===== src/source/ppu_regs_pkg.sv =====
package ppu_regs_pkg;

  // LCDC bit assignment, bit 7 first
  // Only tile_data_sel, bg_map and bg_en steer this background-only design
  typedef struct packed {
    logic lcd_en;
    logic win_map;
    logic win_en;
    logic tile_data_sel;
    logic bg_map;
    logic obj_size;
    logic obj_en;
    logic bg_en;
  } lcdc_flags_t;

  // The host writes LCDC as a plain byte while the RTL reads the flags
  typedef union packed {
    logic [7:0]  raw;
    lcdc_flags_t flags;
  } lcdc_t;

  // Register block seen by the PPU, held static by the host
  typedef struct packed {
    lcdc_t      lcdc;
    logic [7:0] scx;
    logic [7:0] scy;
    logic [7:0] bgp;
  } ppu_regs_t;

  // Encoding follows the STAT mode field
  typedef enum logic [1:0] {
    mode_hblank = 2'd0,
    mode_vblank = 2'd1,
    mode_oam    = 2'd2,
    mode_draw   = 2'd3
  } ppu_mode_t;

  // Length of the OAM scan phase at the start of each visible line
  localparam int MODE2_LEN = 80;

  // Dots per line and lines per frame, including the vertical blank
  localparam int LINE_DOTS = 456;
  localparam int VISIBLE_LINES = 144;
  localparam int FRAME_LINES = 154;

  // Visible pixels per line
  localparam int SCREEN_W = 160;

endpackage


===== src/source/ppu_types_pkg.sv =====
package ppu_types_pkg;

  // Raw two-bit color index as stored in tile data, before the palette
  typedef logic [1:0] gb_color_t;

  // One entry of the background pixel FIFO
  typedef struct packed {
    gb_color_t color;
    logic      valid;
  } pixel_t;

  // Request side of the VRAM Wishbone classic bus
  // The address is a byte offset into the 8 KiB VRAM, not a CPU address
  typedef struct packed {
    logic        cyc;
    logic        stb;
    logic [12:0] adr;
  } vram_wb_req_t;

  // Response side of the VRAM bus
  // Data is only meaningful in the cycle where ack is high
  typedef struct packed {
    logic       ack;
    logic [7:0] dat;
  } vram_wb_rsp_t;

  // Shaded pixel as it leaves the PPU toward the LCD
  // The coordinates let a consumer place it without counting itself
  typedef struct packed {
    logic       valid;
    logic [7:0] x;
    logic [7:0] y;
    logic [1:0] shade;
  } lcd_pixel_t;

endpackage

===== src/source/ppu_bg_fetcher.sv =====
module ppu_bg_fetcher (
  input  logic                        clk,
  input  logic                        reset,
  input  logic                        flush,
  input  ppu_regs_pkg::ppu_mode_t     mode,
  input  logic [8:0]                  dot,
  input  logic [7:0]                  ly,
  input  ppu_regs_pkg::ppu_regs_t     regs,
  input  ppu_types_pkg::vram_wb_rsp_t wb_rsp,
  input  logic                        fifo_empty,
  output ppu_types_pkg::vram_wb_req_t wb_req,
  output logic                        push,
  output ppu_types_pkg::pixel_t       push_data
);

  typedef enum logic [2:0] {
    st_get_tile,
    st_get_low,
    st_get_high,
    st_sleep,
    st_push
  } fetch_state_t;

  fetch_state_t state;

  // Map column of the tile being fetched
  // It is loaded with SCX/8, so it always holds (SCX/8 + column) mod 32
  logic [4:0] map_col;

  // Pixels still to be dropped at the start of the line for fine scroll
  logic [2:0] discard;

  // Position inside the tile row during the push phase
  logic [2:0] push_i;

  // Second cycle of the sleep phase
  logic sleep_cnt;

  // Tile number and the two bit planes of the current row
  logic [7:0] tile_index;
  logic [7:0] tile_low;
  logic [7:0] tile_high;

  logic drawing;
  logic load_line;
  logic reading;
  logic push_cycle;
  logic [7:0] map_y;
  logic [12:0] map_base;
  logic [12:0] map_addr;
  logic [12:0] row_addr;
  logic [12:0] read_addr;
  logic [2:0] bit_sel;

  assign drawing = (mode == ppu_regs_pkg::mode_draw);

  // Last OAM scan dot, one cycle before drawing starts
  assign load_line = (mode == ppu_regs_pkg::mode_oam) &&
                     (dot == 9'(ppu_regs_pkg::MODE2_LEN - 1));

  // Background row in the 256 line map, wrapping naturally in 8 bits
  assign map_y = regs.scy + ly;

  assign map_base = regs.lcdc.flags.bg_map ? 13'h1C00 : 13'h1800;

  // Each map row holds 32 tile numbers
  assign map_addr = map_base + {3'b000, map_y[7:3], map_col};

  // Tile data row address, 16 bytes per tile and 2 bytes per row
  // In signed mode the base is 0x1000 and indices 128 to 255 land in 0x0800 to 0x0FFF,
  // which is the unsigned layout with bit 12 set only for indices below 128
  assign row_addr = {~regs.lcdc.flags.tile_data_sel & ~tile_index[7], tile_index,
                     map_y[2:0], 1'b0};

  always_comb begin
    case (state)
      st_get_low: read_addr = row_addr;
      st_get_high: read_addr = row_addr | 13'd1;
      default: read_addr = map_addr;
    endcase
  end

  // The request stays up in a read state until ack, so each read is two cycles
  assign reading = drawing && ((state == st_get_tile) || (state == st_get_low) ||
                               (state == st_get_high));

  assign wb_req = '{cyc: reading, stb: reading, adr: read_addr};

  // A tile row may only start into an empty FIFO, then it runs for 8 cycles
  assign push_cycle = drawing && (state == st_push) && ((push_i != 3'd0) || fifo_empty);

  // Discarded pixels still take their cycle but never reach the FIFO
  assign push = push_cycle && (discard == 3'd0);

  // Leftmost pixel is bit 7 of both planes
  assign bit_sel = 3'd7 - push_i;

  // High plane gives the upper color bit
  assign push_data = '{color: {tile_high[bit_sel], tile_low[bit_sel]}, valid: 1'b1};

  always_ff @(posedge clk or posedge reset) begin
    if (reset) begin
      state     <= st_get_tile;
      map_col   <= 5'd0;
      discard   <= 3'd0;
      push_i    <= 3'd0;
      sleep_cnt <= 1'b0;
    end else if (flush) begin
      state     <= st_get_tile;
      push_i    <= 3'd0;
      sleep_cnt <= 1'b0;
    end else if (load_line) begin
      // Coarse and fine scroll are taken once per line
      map_col <= regs.scx[7:3];
      discard <= regs.scx[2:0];
    end else if (drawing) begin
      case (state)
        st_get_tile: begin
          if (wb_rsp.ack) begin
            state <= st_get_low;
          end
        end
        st_get_low: begin
          if (wb_rsp.ack) begin
            state <= st_get_high;
          end
        end
        st_get_high: begin
          if (wb_rsp.ack) begin
            state <= st_sleep;
          end
        end
        st_sleep: begin
          sleep_cnt <= ~sleep_cnt;
          if (sleep_cnt) begin
            state <= st_push;
          end
        end
        st_push: begin
          if (push_cycle) begin
            push_i <= push_i + 3'd1;
            if (discard != 3'd0) begin
              discard <= discard - 3'd1;
            end
            // Row complete, move one tile right in the map
            if (push_i == 3'd7) begin
              state   <= st_get_tile;
              map_col <= map_col + 5'd1;
            end
          end
        end
        default: begin
          state <= st_get_tile;
        end
      endcase
    end
  end

  // Read data is captured on the ack that ends each read
  always_ff @(posedge clk) begin
    if (drawing && wb_rsp.ack) begin
      case (state)
        st_get_tile: tile_index <= wb_rsp.dat;
        st_get_low: tile_low <= wb_rsp.dat;
        st_get_high: tile_high <= wb_rsp.dat;
        default: tile_index <= tile_index;
      endcase
    end
  end

endmodule


===== config.mk =====
export PLATFORM = sky130hd
export DESIGN_NAME = ppu_bg_fetcher
export DESIGN_NICKNAME = d
export VERILOG_FILES = /design/src/source/ppu_regs_pkg.sv /design/src/source/ppu_types_pkg.sv /design/src/source/ppu_bg_fetcher.sv
export SDC_FILE = /design/constraint.sdc
export NUM_CORES = 1
export LEC_CHECK = 0
export BUFFER_PORTS_ARGS = -buffer_cell sky130_fd_sc_hd__clkbuf_2
export CORE_ASPECT_RATIO = 1.4
export CORE_MARGIN = 2
export CORE_UTILIZATION = 45
export CTS_CLUSTER_DIAMETER = 40
export DETAILED_ROUTE_END_ITERATION = 10
export PLACE_DENSITY = 0.78
export SYNTH_ARGS = -nofsm -noshare
export SYNTH_HDL_FRONTEND = slang
export SYNTH_SLANG_ARGS = --single-unit

===== constraint.sdc =====
create_clock -name clk -period 1.9 [get_ports clk]
set_input_delay 0.095 -clock clk [delete_from_list [all_inputs] [get_ports clk]]
set_output_delay 0.095 -clock clk [all_outputs]
set_load 0.05 [all_outputs]

==> results of run 1 <==
critical path, delay by kind of cell, from the launching register on:
| kind | cells | cell delay [ns] |
|---|---|---|
| DFF | 1 | 0.42 |
| buffers and inverters | 2 | 0.32 |
| muxes | 1 | 0.32 |
| and+or+nand+nor | 1 | 0.30 |
| AOI/OAI and AO/OA | 1 | 0.25 |
through the flow:
stage                     TNS [ns]  cell area (sq um)
after floorplan             -0.588               2300
after global placement     -0.0795               2770
after detailed placement    -0.127               2770
after CTS                   -0.399               3040
after global routing         -1.26               3210
final                       -0.455               3210
area by class of cell:
type                            instances  area (sq um)  area share (%)
Multi-Input combinational cell        146          1200            37.3
Inverter                                7          26.3           0.819
Timing Repair Buffer                   95           688            21.5
Clock buffer                            5          68.8            2.15
Sequential cell                        39          1100            34.3
Tap cell                               64          80.1            2.50
Clock inverter                          3          47.5            1.48
cell usage in the layout, fill, tap and decap left out, drive strengths merged, types with 5 or more instances in the layout:
cell type  instances
nor2              22
nand2             11
a21oi             15
nor3               5
xor2               5
buf               40
dfrtp             15
mux2               7
ha                13
o21ai             11
clkbuf            58
inv                8
edfxtp            24
timing repair:
action / CTS / global route
pin swaps: 3 / 8
buffers inserted: 5 / 6
hold buffers: 2 / 0
resized for setup: 25 / 39
endpoints found under the setup margin: 15 / 18
endpoints found under the hold margin: 16 / 0
gates cloned: 0 / 1
registers in the layout (all words and copies together), names as in the netlist:
signal,cells
push_i,3
map_col,5
sleep_cnt,1
tile_low,8
state,3
discard,3
tile_high,8
tile_index,8
per-layer routing:
| metal | vias to the layer above | routed length [um] |
|---|---|---|
| li1 | 924 | - |
| met1 | 895 | 2110 |
| met2 | 56 | 2860 |
| met3 | 6 | 252 |
| met4 | 0 | 77 |
| met5 | - | 0 |
kinds of logic (layout without fill, tap and decap cells):
kind of cell / after synthesis / in the layout / synth area share (%)
xor+xnor: 9 / 9 / 3.49
simple gates: 64 / 64 / 15.2
other cells: 1 / 1 / 0.166
mux: 13 / 13 / 8.37
buf+inv: 16 / 110 / 3.49
fa+ha+maj: 14 / 14 / 8.09
compound gates: 45 / 45 / 12.7
flops: 39 / 39 / 48.5
power groups by stage:
| stage | Sequential, W | Combinational, W | Clock (W) |
|---|---|---|---|
| floorplan | 0.000938 | 0.000330 | 0 |
| global placement | 0.000940 | 0.000445 | 0 |
| detailed placement | 0.000941 | 0.000452 | 0 |
| CTS | 0.000921 | 0.000498 | 0.000729 |
| global route | 0.000923 | 0.000607 | 0.000767 |
| finish | 0.000922 | 0.000572 | 0.000713 |
how the worst min path moves through the flow:
stage	slack, ns	end	from
5_1_grt	0.004	tile_index[7]	wb_rsp[7]
3_5_place_dp	0.18	sleep_cnt	reset
2_1_floorplan	-0.004	discard[0]	reset
6_report	0.01	tile_index[7]	wb_rsp[7]
4_1_cts	0.002	tile_low[7]	wb_rsp[7]
3_3_place_gp	0.18	sleep_cnt	reset
==> results by group, run 1 <==
Clock tree
  – CTS root buffer: clkbuf_8
  – CTS tree: built
  – Number of CTS-inserted buffers: 5
  – CTS Buffer Depth: 2
  – Clk slew on worst S/H paths: 0.08 ns
  – Clk_lat worst skew: 0.29 ns
  – TritonCTS Sinks: 39
  – H-tree levels: 2

Worst setup path
  – Slowest stage delay, CP: 0.42 ns
  – Crit Path Class: flop to output port
  – WP data arrival: ~1.9 ns
  – Reg2reg end: map_col[4]
  – Slowest library cell on the worst path: dfrtp_2
  – Required time of the worst setup path: roughly 1.8 ns
  – R2R depth: 7
  – CP endpoint: wb_req[10]
  – Setup crit start kind: flop
  – CP endpoint kind: output port
  – Critical path fanouts, max: 8
  – Critical path, cell by cell: or2b_1 > a21oi_4 > buf_12 > mux2_4 > buf_8
  – RR Startpoint: push_i[0]
  – R2R Setup Slk: around 0.040 ns
  – CP startpoint: state[0]

Timing
  – Final Hold Slack: slightly above 0.01 ns
  – Setup Skew: around 0.0030 ns
  – Final min period: ~2.0 ns
  – Worst Max-Slew Pin Slew: between 0.6 and 0.7 ns
  – Max Transition Viols Final: 0
  – Fmax: around 500 MHz
  – Final worst setup slack: -0.0930 ns
  – Final hold violation count: 0
  – Slew Limit Headroom: between 50 and 60%
  – RSZ-0062 raised after global routing: true
  – Final Cycle Share: 105%
  – # setup viols final: 7

Synthesis
  – Syn_nets: around 280
  – Ranking of synthesized cells by area: edfxtp_1, dfrtp_1, ha_1, mux4_2, nor2_1
  – Leading area contributor after synthesis: edfxtp_1
  – Top-area cell type share of the netlist area: about a third
  – Number of synthesized register bits: 39
  – Mapped Cells: approximately 200
  – Synthesis Warnings: 0
  – Ys flop type: edfxtp_1
  – Mean Syn Cell Area: around 11 sq um
  – Ys async rst share: approximately two fifths
  – Synthesized area: roughly 2300 sq um
  – Sequential element share of the synthesized area: 48.5%
  – Post-synth EDFFs: 24
  – Count leader, synth: edfxtp_1
  – Post-synth top cells: edfxtp_1, nor2_1, dfrtp_1, a21oi_1, ha_1
  – Synth cell types: 44

Route
  – Vias: 1881
  – WL final: between 5000 and 6000 um
  – DR WL/cell: 14.8 um
  – Iteration-0 DRC Markers: 90
  – Post-route ant nets: 0
  – Initial DRT Pass Iterations: 4
  – DR DRC count: 0
  – Vias per cell: approximately 5.2

Finish
  – Area Overhead vs Synth: 42.0%
  – Post-route insts no fill: about 360
  – N_diodes: 0
  – Finished Core Util: 66.2%
  – Nets: roughly 370
  – Share of cells above drive strength 1: 45.4%
  – Layout fillers: around 350

Placed design
  – Placed cell count: between 300 and 400
  – Dpl ws: -0.113 ns
  – DP HPWL: roughly 3700 um
  – I/O Buffers: 67
  – Gp weighted congestion: 0.854

Power
  – Pwr per Cell Area: around 700 nW/um^2
  – Logic gate share of total power: around a quarter
  – Clock share of power: between 30% and 40%
  – Switch Pwr: about 0.00065 W
  – Flop pwr share: 41.8%
  – Power Total: 0.00221 W
  – Cell Int Power: 0.00156 W
  – Peak supply drop: a little over 0.7 mV
  – P_leak: ~1.4 nW
  – Sw Ratio: between 20% and 30%

Status
  – Status: finished, violations left
  – Failing checks: setup timing

GRT
  – Met3 Use GR: 3.21%
  – First-pass GRT wire length: roughly 7900 um
  – Vias in the first global route: around 1800
  – Met1 Use GR: between 20% and 30%
  – Met2 usage: between 30% and 40%
  – Largest net degree at the start of global routing: 18
  – Antenna violations before repair: 0
  – Total Routing Usage GR: between 10% and 20%
  – GRT Max-Usage Layer: met2
  – Total grt overflow: 0

Die
  – Die area: between 5000 and 6000 sq um
  – I/O Pins: 83
  – # rows: 30
  – Initial core utilization: between 40% and 50%
  – Die height: about 88 um
  – Placeable Area: ~4800 sq um
  – Die width: between 60 and 70 um

Worst hold path
  – Hold Path Class: primary input to flop
  – Hold depth: 1

Run
  – Max_cap viols: 0
Power figures use the tool's default switching activity.
==> inputs of run 2 (changes only) <==
--- a/config.mk
+++ b/config.mk
@@ -12,6 +12,7 @@
 export CTS_CLUSTER_DIAMETER = 40
 export DETAILED_ROUTE_END_ITERATION = 10
 export PLACE_DENSITY = 0.78
+export SKIP_LAST_GASP = 1
 export SYNTH_ARGS = -nofsm -noshare
 export SYNTH_HDL_FRONTEND = slang
 export SYNTH_SLANG_ARGS = --single-unit
==> results by group, run 2 (synthesis gave the netlist of run 1 again) <==
Status
  – Status: finished, violations left
  – Failing checks: setup timing

Finish
  – N_diodes: 0
  – Share of cells above drive strength 1: 45.4%
  – Finished Core Util: between 60 and 70%
  – Most frequent cells in the layout: clkbuf_2, buf_4, edfxtp_1, nor2_1, dfrtp_1
  – Area Overhead vs Synth: 42.0%
  – Nets: between 300 and 400
  – Largest regs: tile_high: 8 flops, tile_index: 8 flops, tile_low: 8 flops
  – Commonest non-fill, non-tap cell in the layout: clkbuf_2

Timing
  – Slew Limit Headroom: between 50% and 60%
  – RSZ-0062 raised after global routing: true
  – # setup viols final: 6
  – Final Hold Slack: approximately 0.011 ns
  – Worst Max-Slew Pin Slew: 0.631 ns
  – Final hold violation count: 0
  – Setup Skew: 0.00343 ns
  – Final Cycle Share: 104%
  – Final worst setup slack: -0.0671 ns
  – Final min period: 1.97 ns
  – Fmax: ~510 MHz
  – Max Transition Viols Final: 0

Route
  – DR WL/cell: roughly 15 um
  – Initial DRT Pass Iterations: 4
  – Vias: 1880
  – WL final: approximately 5300 um
  – Vias per cell: 5.24
  – Post-route ant nets: 0
  – Iteration-0 DRC Markers: between 70 and 80
  – DR DRC count: 0

GRT
  – Met1 Use GR: 21.3%
  – Total grt overflow: 0
  – Met3 Use GR: approximately 3.2%
  – Antenna violations before repair: 0
  – First-pass GRT wire length: 7940 um
  – Met2 usage: about a third
  – Largest net degree at the start of global routing: 18
  – GRT Max-Usage Layer: met2
  – Vias in the first global route: between 1500 and 2000
  – Total Routing Usage GR: 18.3%

Clock tree
  – CTS root buffer: clkbuf_8
  – Number of CTS-inserted buffers: 5
  – TritonCTS Sinks: 39
  – Clk_lat worst skew: between 0.2 and 0.3 ns
  – CTS Buffer Depth: 2
  – Clk slew on worst S/H paths: about 0.08 ns
  – H-tree levels: 2
  – CTS tree: built

Die
  – I/O Pins: 83
  – Die area: approximately 5600 sq um
  – Die width: 63.9 um
  – Die height: between 80 and 90 um
  – Placeable Area: about 4800 sq um
  – Initial core utilization: a little under half
  – # rows: 30

Worst setup path
  – WP data arrival: around 1.9 ns
  – Critical path fanouts, max: 8
  – Slowest library cell on the worst path: dfrtp_2
  – CP endpoint kind: output port
  – Critical path, cell by cell: or2b_1 > a21oi_4 > buf_12 > mux2_4 > buf_8
  – Required time of the worst setup path: ~1.8 ns
  – Slowest stage delay, CP: roughly 0.41 ns
  – Crit Path Class: flop to output port
  – Setup crit start kind: flop

Power
  – Cell Int Power: between 0.0015 and 0.002 W
  – Logic gate share of total power: between 20% and 30%
  – Power Total: approximately 0.0022 W
  – Pwr per Cell Area: around 690 nW/um^2
  – Peak supply drop: 0.712 mV
  – Switch Pwr: ~0.00065 W
  – P_leak: ~1.4 nW
  – Sw Ratio: 29.4%
  – Flop pwr share: 41.7%
  – Clock share of power: ~32%

Placed design
  – I/O Buffers: 67
  – DP HPWL: ~3700 um
  – Gp weighted congestion: 0.854

Run
  – Max_cap viols: 0

Worst hold path
  – Hold Path Class: primary input to flop
-- run 2: repair_timing --
action / 4_1_cts / 5_1_grt
pin swaps: 3 / 8
gates resized for setup: 24 / 38
buffers inserted: 5 / 6
hold buffers: 2 / 0
cloned: 0 / 1
endpoints found under the setup margin: 15 / 18
hold endpoints to repair: 16 / 0
-- run 2: final cells by class --
cell class                      count  area [sq um]
Tap cell                           64          80.1
Clock buffer                        5          68.8
Inverter                            7          26.3
Multi-Input combinational cell    146          1200
Fill cell                         359          1640
Timing Repair Buffer               95           688
Clock inverter                      3          47.5
Sequential cell                    39          1100
-- run 2: layer usage --
layer  vias up  share of wire [%]
li1        923                  -
met1       894                 41
met2        54                 53
met3         9                4.5
met4         0                1.7
met5         -                  0
-- run 2: worst max-delay path, delay by kind of cell (launching register included) --
kind	cells	cell delay, ns
compound gates	1	0.24
flops	1	0.41
mux	1	0.31
simple gates	1	0.28
buf+inv	2	0.32
-- run 2: power by group through the flow --
stage / combinational [W] / clock, W / sequential, W
6_report: 0.000572 / 0.000714 / 0.000921
5_1_grt: 0.000608 / 0.000767 / 0.000923
4_1_cts: 0.000494 / 0.000729 / 0.000921
3_5_place_dp: 0.000452 / 0 / 0.000941
3_3_place_gp: 0.000445 / 0 / 0.000940
2_1_floorplan: 0.000330 / 0 / 0.000938
-- run 2: worst paths after layout --
kind | start | to | slack, ns | depth (start not counted)
max in group asynchronous | reset | state[0] | 1.05 | 3
min | wb_rsp[7] | tile_index[7] | 0.01 | 1
min in group asynchronous | reset | sleep_cnt | 0.41 | 3
min reg2reg | discard[1] | discard[1] | 0.53 | 1
max reg2reg | push_i[0] | map_col[4] | 0.05 | 7
max | state[0] | wb_req[10] | -0.07 | 5
-- run 2: metrics by stage --
| stage | area, sq um | cells | TNS [ns] | setup WS (ns) |
|---|---|---|---|---|
| finish | 3210 | 359 | -0.318 | -0.0671 |
| global route | 3210 | 359 | -1.19 | -0.135 |
| CTS | 3030 | 352 | -0.427 | -0.0803 |
| detailed placement | 2770 | 337 | -0.127 | -0.113 |
| global placement | 2770 | 337 | -0.0795 | -0.0795 |
| floorplan | 2300 | 201 | -0.588 | -0.204 |
==> inputs of run 3 (changes only) <==
--- a/config.mk
+++ b/config.mk
@@ -6,9 +6,11 @@
 export NUM_CORES = 1
 export LEC_CHECK = 0
 export BUFFER_PORTS_ARGS = -buffer_cell sky130_fd_sc_hd__clkbuf_2
+export CAP_MARGIN = 40
 export CORE_ASPECT_RATIO = 1.4
 export CORE_MARGIN = 2
 export CORE_UTILIZATION = 45
+export CTS_BUF_LIST = sky130_fd_sc_hd__clkbuf_8
 export CTS_CLUSTER_DIAMETER = 40
 export DETAILED_ROUTE_END_ITERATION = 10
 export PLACE_DENSITY = 0.78
==> constraint.sdc (replaced) <==
create_clock -name clk -period 1.9 [get_ports clk]
set_input_delay 0.19 -clock clk [delete_from_list [all_inputs] [get_ports clk]]
set_output_delay 0.19 -clock clk [all_outputs]
set_load 0.05 [all_outputs]
==> results by group, run 3 (synthesis gave the netlist of run 1 again) <==
Placed design
  – I/O Buffers: 67
  – Placed cell count: approximately 340
  – Gp weighted congestion: 0.850
  – DP HPWL: approximately 3700 um

Finish
  – Share of cells above drive strength 1: 47.1%
  – Area Overhead vs Synth: 43.2%
  – Largest regs: tile_high: 8 flops, tile_index: 8 flops, tile_low: 8 flops
  – Nets: 374
  – Commonest non-fill, non-tap cell in the layout: clkbuf_2
  – Most frequent cells in the layout: clkbuf_2, buf_4, edfxtp_1, nor2_1, dfrtp_1
  – Post-route insts no fill: about 360
  – N_diodes: 0

Die
  – # rows: 30
  – Die height: about 88 um
  – I/O Pins: 83
  – Die area: 5610 sq um
  – Placeable Area: slightly below 5000 sq um
  – Die width: about 64 um
  – Initial core utilization: between 40% and 50%

Timing
  – RSZ-0062 raised after global routing: true
  – Fmax: ~500 MHz
  – Slew Limit Headroom: approximately three fifths
  – Worst Max-Slew Pin Slew: a little over 0.6 ns
  – Final worst setup slack: -0.107 ns
  – Final Cycle Share: 106%
  – Setup Skew: ~0.0038 ns
  – # setup viols final: 12
  – Final hold violation count: 0
  – Max Transition Viols Final: 0
  – Final min period: 2.01 ns

Clock tree
  – Clk slew on worst S/H paths: about 0.080 ns
  – Number of CTS-inserted buffers: 5
  – TritonCTS Sinks: 39
  – CTS root buffer: clkbuf_8
  – CTS tree: built
  – H-tree levels: 2
  – CTS Buffer Depth: 2
  – Clk_lat worst skew: between 0.2 and 0.3 ns

Worst setup path
  – CP endpoint kind: output port
  – RR Startpoint: state[1]
  – R2R Setup Slk: -0.01 ns
  – WP data arrival: approximately 1.8 ns
  – Required time of the worst setup path: between 1.5 and 2 ns
  – Critical path fanouts, max: 2
  – Crit Path Class: primary input to output port
  – Setup crit start kind: primary input
  – R2R depth: 6
  – Reg2reg end: map_col[3]

Route
  – Post-route ant nets: 0
  – Initial DRT Pass Iterations: 4
  – Vias per cell: between 5 and 6
  – DR WL/cell: about 15 um
  – DR DRC count: 0
  – Vias: about 1900
  – Iteration-0 DRC Markers: 50
  – WL final: 5280 um

Power
  – Sw Ratio: 29.0%
  – Switch Pwr: between 0.0006 and 0.0007 W
  – P_leak: 1.39 nW
  – Logic gate share of total power: 26.9%
  – Cell Int Power: approximately 0.0016 W
  – Power Total: between 0.002 and 0.0025 W
  – Peak supply drop: roughly 0.60 mV
  – Clock share of power: between 30% and 40%
  – Pwr per Cell Area: a little under 700 nW/um^2
  – Flop pwr share: between 40% and 50%

GRT
  – Largest net degree at the start of global routing: 18
  – Antenna violations before repair: 0
  – First-pass GRT wire length: 8040 um
  – Total grt overflow: 0
  – Total Routing Usage GR: about a fifth
  – Vias in the first global route: 1726

Status
  – Failing checks: setup timing
  – Status: finished, violations left

Worst hold path
  – Hold depth: 3
  – Hold Path Class: primary input to flop
  – Worst min-delay path startpoint: regs[21]
  – Worst Hold End: map_col[2]

Run
  – Max_cap viols: 0
## run 3: how the worst max path moves through the flow
stage,from,to,slack (ns),depth (start not counted)
floorplan,push_i[0],map_col[3],0.003,8
global placement,ly[0],wb_req[8],-0.25,9
detailed placement,ly[0],wb_req[8],-0.25,9
CTS,push_i[0],push_data[1],-0.12,4
global route,ly[1],wb_req[9],-0.18,8
finish,ly[0],wb_req[8],-0.11,9
## run 3: final cells by class
class | count | area [sq um]
fillers | 340 | 1610
multi-input cells | 146 | 1220
flip-flops and latches | 39 | 1100
repair buffers | 97 | 698
well taps | 64 | 80.1
clock buffers | 5 | 68.8
clock inverters | 3 | 47.5
inverters | 7 | 26.3
## run 3: worst max-delay path: stages
cell and delay [ns]:
clkbuf_2 0.10, ha_4 0.17, fa_2 0.36, a21o_1 0.20, a31o_2 0.20, a21oi_2 0.16
xor2_2 0.20, o21ai_4 0.08, buf_8 0.15
## run 3: per-layer routing
layer  up-vias  track usage, %  routed length [um]
li1        928               -                   -
met1       872            22.4                2080
met2        49            32.9                2930
met3         8            2.96                 170
met4         0            8.30                  96
met5         -               0                   0
## run 3: repair_timing
| action | in CTS | in global routing |
|---|---|---|
| hold buffers | 1 | 0 |
| resized for setup | 22 | 31 |
| endpoints found under the setup margin | 13 | 20 |
| pin swaps | 8 | 9 |
| setup buffers | 6 | 4 |
| hold endpoints to repair | 15 | 0 |
## run 3: stage by stage
stage	hold slack (ns)	setup slack, ns	cell area [sq um]	TNS, ns	util (%)
floorplan	0.0915	0.00316	2340	0	-
global placement	0.265	-0.246	2860	-0.389	59.1
detailed placement	0.275	-0.253	2860	-0.447	59.1
CTS	0.0900	-0.118	3130	-0.636	64.6
global route	0.0972	-0.178	3230	-1.83	66.8
finish	0.0946	-0.107	3230	-0.653	66.8
## run 3: power groups by stage
stage	Combinational [W]	Clock (W)	Sequential [W]
floorplan	0.000351	0	0.000939
detailed placement	0.000509	0	0.000939
CTS	0.000558	0.000712	0.000920
global placement	0.000501	0	0.000938
finish	0.000594	0.000697	0.000920
global route	0.000633	0.000743	0.000921
